--- src/design/passthru_config.svh ---
/* Version, register map and timing constants shared by design and testbench.
   Addresses are 12-bit byte addresses; bits 11:8 pick the space. */
`ifndef PASSTHRU_CONFIG_SVH
`define PASSTHRU_CONFIG_SVH

`define VER_NUMBER        16'h00C4

// Space bases
`define MISC_BASE         12'h000
`define DAC_BASE          12'h100

// Misc space offsets
`define MISC_RESET_ADDR   12'h000
`define MISC_VER_LO_ADDR  12'h004
`define MISC_VER_HI_ADDR  12'h006

// DAC space offsets
`define DAC_CTRL_ADDR     12'h100
`define DAC_DATA_ADDR     12'h102
`define DAC_STAT_ADDR     12'h104
`define DAC_RDATA_ADDR    12'h106

`define DAC_WIDTH         14
`define RESET_STRETCH     6     // Cycles held after the cause ends
`define SCK_DIV           4     // ck933 cycles per serial bit, even

`endif

--- src/design/passthru_pkg.sv ---
/* Types shared by the board-interface blocks.
   DAC select code 3 leaves every chip select high. */
`include "passthru_config.svh"

package passthru_pkg;

  //**************************************************************************
  // Host bus decode
  //**************************************************************************

  // Address space named by addr bits 11:8
  typedef enum logic [1:0] {
    MISC = 2'd0,
    DAC  = 2'd1,
    NONE = 2'd2
  } bus_space_e;

  //**************************************************************************
  // DAC types
  //**************************************************************************

  // One sample, two's complement on the way in
  typedef logic [`DAC_WIDTH-1:0] dac_word_t;

  // Serial port target, 0 to 2
  typedef logic [1:0] dac_sel_t;

  localparam dac_sel_t SEL_NONE = 2'd3;   // No chip selected

  // Number of DACs on the shared serial line
  localparam int NUM_DAC = 3;

endpackage

--- src/design/host_bus_if.sv ---
/* Register bus from the top-level decode to one target.
   Reads are combinational; wr is a single-cycle strobe qualified by sel. */
`timescale 1ns/1ps

interface host_bus_if;

  logic        sel;     // Address inside this space, chip selected
  logic        wr;      // One-cycle write strobe
  logic [11:0] addr;
  logic [15:0] wdata;
  logic [15:0] rdata;   // From target, no clock

  modport host (
    output sel,
    output wr,
    output addr,
    output wdata,
    input  rdata
  );

  modport target (
    input  sel,
    input  wr,
    input  addr,
    input  wdata,
    output rdata
  );

endinterface

--- src/design/dac_sample_path.sv ---
/* Two-stage sample pipe per channel; the output stage flips the MSB to give
   offset binary. Both stages clear on either reset, so outputs start at 0. */
`timescale 1ns/1ps
`include "passthru_config.svh"

module dac_sample_path (
  input  logic                    ck933,
  input  logic                    rs,
  input  logic                    srst_i,
  input  passthru_pkg::dac_word_t dac0_data_i,
  input  passthru_pkg::dac_word_t dac1_data_i,
  input  passthru_pkg::dac_word_t dac2_data_i,
  output passthru_pkg::dac_word_t dac0_d_o,
  output passthru_pkg::dac_word_t dac1_d_o,
  output passthru_pkg::dac_word_t dac2_d_o
);

  import passthru_pkg::*;

  localparam int MSB = `DAC_WIDTH - 1;

  dac_word_t data_in [NUM_DAC];
  dac_word_t in_q    [NUM_DAC];     // Reclock stage
  dac_word_t out_q   [NUM_DAC];     // Output stage

  assign data_in[0] = dac0_data_i;
  assign data_in[1] = dac1_data_i;
  assign data_in[2] = dac2_data_i;

  always_ff @(posedge ck933 or posedge rs) begin
    if (rs) begin
      for (int i = 0; i < NUM_DAC; i++) begin
        in_q[i]  <= '0;
        out_q[i] <= '0;
      end
    end else if (srst_i) begin
      for (int i = 0; i < NUM_DAC; i++) begin
        in_q[i]  <= '0;
        out_q[i] <= '0;
      end
    end else begin
      for (int i = 0; i < NUM_DAC; i++) begin
        in_q[i]  <= data_in[i];
        out_q[i] <= {~in_q[i][MSB], in_q[i][MSB-1:0]};  // Twos comp to offset
      end
    end
  end

  assign dac0_d_o = out_q[0];
  assign dac1_d_o = out_q[1];
  assign dac2_d_o = out_q[2];

endmodule

--- src/design/dac_serial_ctrl.sv ---
/* 16-bit serial transfers, MSB first, sck idles low and the device samples on
   its rising edge. Bit 15 set makes a read: 8 bits out, 8 bits back. */
`timescale 1ns/1ps
`include "passthru_config.svh"

module dac_serial_ctrl (
  input  logic       ck933,
  input  logic       rs,
  input  logic       srst_i,
  host_bus_if.target bus_if,
  output logic       sck_o,
  output logic [2:0] ncs_o,
  output logic       sdio_o,
  output logic       sdio_oe_o,
  input  logic       sdio_i
);

  import passthru_pkg::*;

  localparam int               DIV_W    = $clog2(`SCK_DIV);
  localparam logic [DIV_W-1:0] DIV_LAST = DIV_W'(`SCK_DIV - 1);
  localparam logic [DIV_W-1:0] DIV_HALF = DIV_W'(`SCK_DIV / 2);   // sck rises here

  dac_sel_t         ctrl_sel;     // CTRL register
  dac_sel_t         xfer_sel;     // Latched at start
  logic             busy;
  logic             rd_xfer;
  logic [DIV_W-1:0] div_cnt;
  logic [3:0]       bit_cnt;
  logic [15:0]      tx_sh;
  logic [7:0]       rdata_q;
  logic             ctrl_wr;
  logic             data_wr;
  logic             start;
  logic             bit_end;
  logic             resp_half;

  //**************************************************************************
  // Register writes
  //**************************************************************************

  assign ctrl_wr = bus_if.sel && bus_if.wr && (bus_if.addr == `DAC_CTRL_ADDR);
  assign data_wr = bus_if.sel && bus_if.wr && (bus_if.addr == `DAC_DATA_ADDR);
  assign start   = data_wr && !busy;    // Dropped while a transfer runs

  assign bit_end   = (div_cnt == DIV_LAST);
  assign resp_half = rd_xfer && bit_cnt[3];   // Bits 8 to 15 of a read

  //**************************************************************************
  // Transfer sequencer
  //**************************************************************************

  always_ff @(posedge ck933 or posedge rs) begin
    if (rs) begin
      ctrl_sel <= SEL_NONE;
      xfer_sel <= SEL_NONE;
      busy     <= 1'b0;
      rd_xfer  <= 1'b0;
      div_cnt  <= '0;
      bit_cnt  <= '0;
      rdata_q  <= '0;
    end else if (srst_i) begin
      ctrl_sel <= SEL_NONE;
      xfer_sel <= SEL_NONE;
      busy     <= 1'b0;
      rd_xfer  <= 1'b0;
      div_cnt  <= '0;
      bit_cnt  <= '0;
      rdata_q  <= '0;
    end else begin
      if (ctrl_wr) begin
        ctrl_sel <= dac_sel_t'(bus_if.wdata[1:0]);
      end
      if (start) begin
        busy     <= 1'b1;
        rd_xfer  <= bus_if.wdata[15];
        xfer_sel <= ctrl_sel;
        div_cnt  <= '0;
        bit_cnt  <= '0;
      end else if (busy) begin
        div_cnt <= bit_end ? '0 : div_cnt + 1'b1;
        if (bit_end) begin
          bit_cnt <= bit_cnt + 1'b1;
          if (bit_cnt == 4'd15) begin
            busy <= 1'b0;                   // Last bit done
          end
        end
        // Capture one cycle into sck high, device changes on the falling edge
        if (resp_half && (div_cnt == DIV_HALF)) begin
          rdata_q <= {rdata_q[6:0], sdio_i};
        end
      end
    end
  end

  // Outgoing word, shifted at each bit boundary while sck is low
  always_ff @(posedge ck933) begin
    if (start) begin
      tx_sh <= bus_if.wdata;
    end else if (busy && bit_end) begin
      tx_sh <= {tx_sh[14:0], 1'b0};
    end
  end

  //**************************************************************************
  // Serial pins
  //**************************************************************************

  assign sck_o     = busy && (div_cnt >= DIV_HALF);
  assign sdio_o    = tx_sh[15];
  assign sdio_oe_o = busy && !resp_half;      // Turnaround after instruction byte

  always_comb begin
    for (int i = 0; i < NUM_DAC; i++) begin
      ncs_o[i] = !(busy && (xfer_sel == dac_sel_t'(i)));
    end
  end

  //**************************************************************************
  // Readback
  //**************************************************************************

  always_comb begin
    case (bus_if.addr)
      `DAC_CTRL_ADDR:  bus_if.rdata = {14'd0, ctrl_sel};
      `DAC_STAT_ADDR:  bus_if.rdata = {15'd0, busy};
      `DAC_RDATA_ADDR: bus_if.rdata = {8'd0, rdata_q};
      default:         bus_if.rdata = 16'd0;    // DATA is write only
    endcase
  end

endmodule

--- src/design/misc_regs.sv ---
/* Any write to the reset offset starts a soft reset; the data is ignored.
   Version low half reads 0 and the high half returns the version number. */
`timescale 1ns/1ps
`include "passthru_config.svh"

module misc_regs (
  input  logic       ck933,
  input  logic       rs,
  host_bus_if.target bus_if,
  output logic       srst_o
);

  localparam int CNT_W = $clog2(`RESET_STRETCH + 1);

  logic [CNT_W-1:0] stretch_cnt;
  logic             rst_wr;

  //**************************************************************************
  // Soft reset and stretcher
  //**************************************************************************

  assign rst_wr = bus_if.sel && bus_if.wr && (bus_if.addr == `MISC_RESET_ADDR);

  // Held at full count during rs, so the pulse outlasts the pin reset
  always_ff @(posedge ck933 or posedge rs) begin
    if (rs) begin
      stretch_cnt <= CNT_W'(`RESET_STRETCH);
    end else if (rst_wr) begin
      stretch_cnt <= CNT_W'(`RESET_STRETCH);    // Restart on every write
    end else if (stretch_cnt != '0) begin
      stretch_cnt <= stretch_cnt - 1'b1;
    end
  end

  // High for the loaded count, then drops with the counter at zero
  assign srst_o = (stretch_cnt != '0);

  //**************************************************************************
  // Readback
  //**************************************************************************

  always_comb begin
    case (bus_if.addr)
      `MISC_VER_LO_ADDR: bus_if.rdata = 16'h0000;
      `MISC_VER_HI_ADDR: bus_if.rdata = `VER_NUMBER;
      default:           bus_if.rdata = 16'h0000;   // Reset offset too
    endcase
  end

endmodule

--- src/design/passthru_top.sv ---
/* Host strobes are sampled on ck933; a write is one cycle with ncs_i and nwe_i
   low. Bidirectional pins are split into in, out and enable at this level. */
`timescale 1ns/1ps
`include "passthru_config.svh"

module passthru_top (
  input  logic                    ck933,
  input  logic                    rs,
  // Host bus
  input  logic                    ncs_i,
  input  logic                    nwe_i,
  input  logic                    nrd_i,
  input  logic [11:0]             addr_i,
  input  logic [15:0]             host_data_i,
  output logic [15:0]             host_data_o,
  output logic                    host_data_oe_o,
  // DAC serial port
  input  logic                    dac_sdio_i,
  output logic                    dac_sdio_o,
  output logic                    dac_sdio_oe_o,
  output logic                    dac0_ncs_o,
  output logic                    dac1_ncs_o,
  output logic                    dac2_ncs_o,
  output logic                    dac_sclk_o,
  output logic                    dac_rst_o,
  // DAC samples
  input  passthru_pkg::dac_word_t dac0_data_i,
  input  passthru_pkg::dac_word_t dac1_data_i,
  input  passthru_pkg::dac_word_t dac2_data_i,
  output passthru_pkg::dac_word_t dac0_d_o,
  output passthru_pkg::dac_word_t dac1_d_o,
  output passthru_pkg::dac_word_t dac2_d_o,
  // Pass-throughs
  input  logic                    bsync_lock_i,
  input  logic                    demod_lock_i,
  input  logic                    sdi_i,
  output logic                    bsync_nlock_o,
  output logic                    demod_nlock_o,
  output logic                    sdi_o
);

  import passthru_pkg::*;

  localparam logic [11:0] MISC_BASE_A = `MISC_BASE;
  localparam logic [11:0] DAC_BASE_A  = `DAC_BASE;

  bus_space_e space;
  logic [2:0] dac_ncs;
  logic       srst;

  host_bus_if misc_bus ();
  host_bus_if dac_bus ();

  //**************************************************************************
  // Address space decode
  //**************************************************************************

  always_comb begin
    if (addr_i[11:8] == MISC_BASE_A[11:8])     space = MISC;
    else if (addr_i[11:8] == DAC_BASE_A[11:8]) space = DAC;
    else                                       space = NONE;
  end

  assign misc_bus.sel   = !ncs_i && (space == MISC);
  assign misc_bus.wr    = misc_bus.sel && !nwe_i;
  assign misc_bus.addr  = addr_i;
  assign misc_bus.wdata = host_data_i;

  assign dac_bus.sel    = !ncs_i && (space == DAC);
  assign dac_bus.wr     = dac_bus.sel && !nwe_i;
  assign dac_bus.addr   = addr_i;
  assign dac_bus.wdata  = host_data_i;

  // Read mux, unmapped space reads 0
  always_comb begin
    case (space)
      MISC:    host_data_o = misc_bus.rdata;
      DAC:     host_data_o = dac_bus.rdata;
      default: host_data_o = 16'h0000;
    endcase
  end

  assign host_data_oe_o = !ncs_i && !nrd_i;

  //**************************************************************************
  // Blocks
  //**************************************************************************

  misc_regs i_misc (
    .ck933 (ck933),
    .rs    (rs),
    .bus_if(misc_bus.target),
    .srst_o(srst)
  );

  dac_serial_ctrl i_dac_ser (
    .ck933    (ck933),
    .rs       (rs),
    .srst_i   (srst),
    .bus_if   (dac_bus.target),
    .sck_o    (dac_sclk_o),
    .ncs_o    (dac_ncs),
    .sdio_o   (dac_sdio_o),
    .sdio_oe_o(dac_sdio_oe_o),
    .sdio_i   (dac_sdio_i)
  );

  dac_sample_path i_dac_path (
    .ck933      (ck933),
    .rs         (rs),
    .srst_i     (srst),
    .dac0_data_i(dac0_data_i),
    .dac1_data_i(dac1_data_i),
    .dac2_data_i(dac2_data_i),
    .dac0_d_o   (dac0_d_o),
    .dac1_d_o   (dac1_d_o),
    .dac2_d_o   (dac2_d_o)
  );

  assign dac0_ncs_o = dac_ncs[0];
  assign dac1_ncs_o = dac_ncs[1];
  assign dac2_ncs_o = dac_ncs[2];
  assign dac_rst_o  = srst;           // Same pulse as the internal reset

  // Lock inputs are already active low at the pins
  assign bsync_nlock_o = bsync_lock_i;
  assign demod_nlock_o = demod_lock_i;
  assign sdi_o         = sdi_i;

endmodule

--- config.mk ---
export PLATFORM = sky130hd
export DESIGN_NAME = passthru_top
export DESIGN_NICKNAME = d
export VERILOG_FILES = /design/src/design/passthru_pkg.sv /design/src/design/host_bus_if.sv /design/src/design/dac_sample_path.sv /design/src/design/dac_serial_ctrl.sv /design/src/design/misc_regs.sv /design/src/design/passthru_top.sv
export VERILOG_INCLUDE_DIRS = /design/src /design/src/design
export SDC_FILE = /design/constraint.sdc
export NUM_CORES = 1
export LEC_CHECK = 0
export BUFFER_PORTS_ARGS = -buffer_cell sky130_fd_sc_hd__buf_2
export CELL_PAD_IN_SITES_DETAIL_PLACEMENT = 0
export CELL_PAD_IN_SITES_GLOBAL_PLACEMENT = 2
export CORE_MARGIN = 1
export CORE_UTILIZATION = 36
export DETAILED_ROUTE_END_ITERATION = 16
export PLACE_DENSITY_LB_ADDON = 0.08
export SYNTH_ARGS = -nofsm -noshare
export SYNTH_HDL_FRONTEND = slang
export SYNTH_SLANG_ARGS = --single-unit
export TNS_END_PERCENT = 30
--- constraint.sdc ---
create_clock -name ck933 -period 8.9 [get_ports ck933]
set_input_delay 1.78 -clock ck933 [delete_from_list [all_inputs] [get_ports ck933]]
set_output_delay 1.78 -clock ck933 [all_outputs]
set_load 0.05 [all_outputs]
==> impl_summary.log <==
INFO  metric layout_fillers = around 1300
INFO  metric ys_warn_count = 0
INFO  metric endpoint_kind = output pin
INFO  metric final-max-slew-violation-count = 0
INFO  metric first_global_vias = 3029
INFO  metric postPlaceCellArea = 5650 µm²
INFO  metric floorplan.initialDensity = 0.368
INFO  metric clkSlewWorstSetupHoldPaths = roughly 0.050 ns
INFO  metric cts-root-buf = sky130_fd_sc_hd__clkbuf_16
INFO  metric synth_enable_flop_cells = 16
INFO  metric dominantRegCellSynth = sky130_fd_sc_hd__dfrtp_1
INFO  metric timing.final.ws_setup = 3.95 ns
INFO  metric post-dp-hpwl = 5950 µm
INFO  metric clk-insertion-delay-late = 0.41 ns
INFO  metric clockBufferDepth = 2
INFO  metric synth_largest_area_cell = sky130_fd_sc_hd__dfrtp_1
INFO  metric ant_nets = 0
INFO  metric number_of_ports_placed_on_the_die_boundary = 148
INFO  metric timing.reg2reg.setup_slack = ~6.4 ns
INFO  metric pre_cts_ws = 3.94 ns
INFO  metric cts_htree_levels = 4
INFO  metric tritoncts.num_buffers = 17
INFO  metric power.leakage = 3.26 nW
INFO  metric yosys-top-cells-count = sky130_fd_sc_hd__dfrtp_1 (101), sky130_fd_sc_hd__and2_1 (83), sky130_fd_sc_hd__nand2_1 (22)
INFO  metric rsz0062_at_grt = no
INFO  metric min_path_type = register to register
INFO  metric timing.max_cap.violations = 0
INFO  metric place.port_buffers = 133
INFO  metric fin_setup_tns = 0 ns
INFO  metric globalplace.congestion = 0.731
INFO  metric ys_seq_elements = 123
INFO  metric path_max_fanout = 9
INFO  metric setup_viol = 0
INFO  metric layout-drive-gt1-share = 0.383
INFO  metric totalPowerFinal = around 0.0016 W
INFO  metric post-route-min-period = 4.95 ns
INFO  metric firstDrtPassIters = 4
INFO  metric ctsHoldBuffers = 0
INFO  metric clock_sinks = 123
INFO  metric register_area = 3170 µm²
INFO  metric design.final.nets = between 500 and 600
INFO  metric tritoncts_clock_tree = yes
INFO  metric grt_overflow = 0
INFO  metric slew_headroom = 0.329
INFO  metric netlist_instances = 376
INFO  metric hold_viol = 0
INFO  metric chipWidth = 118 µm
INFO  metric drt-met1-wl = 4280 µm
INFO  metric postCtsSetupBuffers = 0
INFO  metric critPathRequiredTime = 7.12 ns
INFO  metric fp.coreArea = 13200 µm²
INFO  metric areaGrowthSynthToFinish = 28.8%
INFO  metric drc = 0
INFO  metric worst_ir_drop_on_vdd = 0.0957 mV
INFO  metric run_status = completed
INFO  metric maxUsedRoutingLayer = met4
INFO  metric grt_first_pass_wirelength = between 15000 and 20000 µm
INFO  metric postSynth.asyncResetShare = 0.870
INFO  metric multi_input_comb_area = 1540 µm²
INFO  metric design_area = 6280 µm²
INFO  metric crit_start_category = primary input
INFO  metric wl_met3 = 742 µm
INFO  metric fmax = 0.202 GHz
INFO  metric critical_path_class = primary input to output pin
INFO  metric met2_length = ~4100 µm
INFO  metric synth_largest_type_area_fraction = 0.519
INFO  metric detail_route.wirelength = 9240 µm
INFO  metric final.setup_skew = approximately 0.0069 ns
INFO  metric routedWlPerCell = ~13 µm
INFO  metric antenna_found_initial = 0
INFO  metric synth.cell_area = 4870 µm²
INFO  metric initialDrtViolationCount = roughly 150
INFO  metric antenna-diode-count = 0
INFO  metric post-synth-top-count-cell = sky130_fd_sc_hd__dfrtp_1
INFO  metric fp-row-count = 42
INFO  metric cts_resized = 0
INFO  metric synth.area.top_cells = sky130_fd_sc_hd__dfrtp_1 (52%), sky130_fd_sc_hd__and2_1 (11%), sky130_fd_sc_hd__edfxtp_1 (9.9%)
INFO  metric track_usage = 0.143
INFO  metric powerDensity = 262 nW/µm²
INFO  metric syn-mean-instance-area = 13.0 µm²
INFO  metric fp.dieArea = roughly 14000 µm²
INFO  metric chipHeight = 118 µm
INFO  metric grt_start_max_net_pins = 89
INFO  metric portion_of_the_clock_cycle_consumed_by_the_worst_path_in_the_final_layout = 0.556
INFO  metric yosysSeqAreaShare = 0.650
INFO  metric worst-slew-pin-transition = 1.01 ns
INFO  metric num_vias = 3055
INFO  metric synth.lib_cells_used.distinct = 49
INFO  metric vias_per_cell = 4.40
INFO  metric worst-endpoint-arrival = 3.17 ns
[state kept, by name, summed over array words and instances (netlist names), 3 cells and up]
name and cells:
i_misc.stretch_cnt 3, i_dac_path.dac2_d_o 14, i_dac_path.in_q 42, i_dac_path.dac1_d_o 14
i_dac_path.dac0_d_o 14, i_dac_ser.bit_cnt 4, i_dac_ser.tx_sh 16, i_dac_ser.rdata_q 8
[placed cells by master, fill, tap and decap left out, types with 5 or more instances in the layout]
cell / instances
sky130_fd_sc_hd__buf_2: 133
sky130_fd_sc_hd__a21oi_1: 13
sky130_fd_sc_hd__conb_1: 8
sky130_fd_sc_hd__inv_1: 9
sky130_fd_sc_hd__clkbuf_8: 7
sky130_fd_sc_hd__nor3_1: 6
sky130_fd_sc_hd__mux2_4: 7
sky130_fd_sc_hd__dfstp_2: 6
sky130_fd_sc_hd__clkbuf_16: 17
sky130_fd_sc_hd__dfrtp_1: 101
sky130_fd_sc_hd__mux2_2: 9
sky130_fd_sc_hd__and2_1: 83
sky130_fd_sc_hd__nand2_1: 22
sky130_fd_sc_hd__edfxtp_1: 16
sky130_fd_sc_hd__ha_1: 5
sky130_fd_sc_hd__mux2i_1: 8
sky130_fd_sc_hd__nor2_1: 14
[stage by stage]
| step | utilization | instances | hold WS, ns |
|---|---|---|---|
| floorplan | - | 383 | 0.378 |
| global placement | 0.426 | 664 | 0.379 |
| detailed placement | 0.426 | 664 | 0.382 |
| CTS | 0.474 | 695 | 0.392 |
| global route | 0.474 | 695 | 0.400 |
| finish | 0.474 | 695 | 0.390 |
[layout make-up]
class | instances | area share
flip-flops and latches | 123 | 0.504
multi-input cells | 220 | 0.245
repair buffers | 135 | 0.108
clock buffers | 26 | 0.0843
well taps | 176 | 0.0351
clock inverters | 5 | 0.0165
inverters | 10 | 0.00638
[worst max-delay path, stage by stage]
cell and delay (ns):
sky130_fd_sc_hd__buf_2 0.11, sky130_fd_sc_hd__nor4_4 0.51, sky130_fd_sc_hd__and3_2 0.34, sky130_fd_sc_hd__and3_1 0.17, sky130_fd_sc_hd__buf_2 0.26
[logic make-up (layout without fill, tap and decap cells)]
family / after synthesis / count (layout) / share of synthesized area
mux: 24 / 24 / 0.0588
xor+xnor: 3 / 3 / 0.00539
fa+ha+maj: 5 / 5 / 0.0128
other cells: 1 / 8 / 0.000769
compound gates: 27 / 27 / 0.0359
flops: 123 / 123 / 0.650
simple gates: 153 / 153 / 0.195
buf+inv: 40 / 176 / 0.0416
[path summary, 6_finish.rpt]
check / startpoint / endpoint / cells after the start
max: addr_i[4] / host_data_o[0] / 5
min: i_dac_path.in_q[27] / i_dac_path.dac1_d_o[13] / 1
max reg2reg: i_dac_ser.busy / i_dac_ser.tx_sh[0] / 3
min reg2reg: i_dac_path.in_q[27] / i_dac_path.dac1_d_o[13] / 1
max in group asynchronous: rs / i_dac_ser.rd_xfer / 3
min in group asynchronous: rs / i_dac_path.in_q[4] / 2
[power by group]
part / internal [W] / leakage (nW) / total [W] / switching (W)
logic: 0.0000810 / 1.31 / 0.000268 / 0.000187
clock network: 0.000491 / 0.313 / 0.000722 / 0.000231
registers: 0.000637 / 1.64 / 0.000653 / 0.0000157
total: 0.00121 / 3.26 / 0.00164 / 0.000434
[per-layer routing]
metal	GRT usage	up-vias
li1	-	1489
met1	0.187	1453
met3	0.0637	11
met2	0.206	102
met5	0	-
met4	0.0601	0
Note: power is estimated with default switching activity, not from simulation.
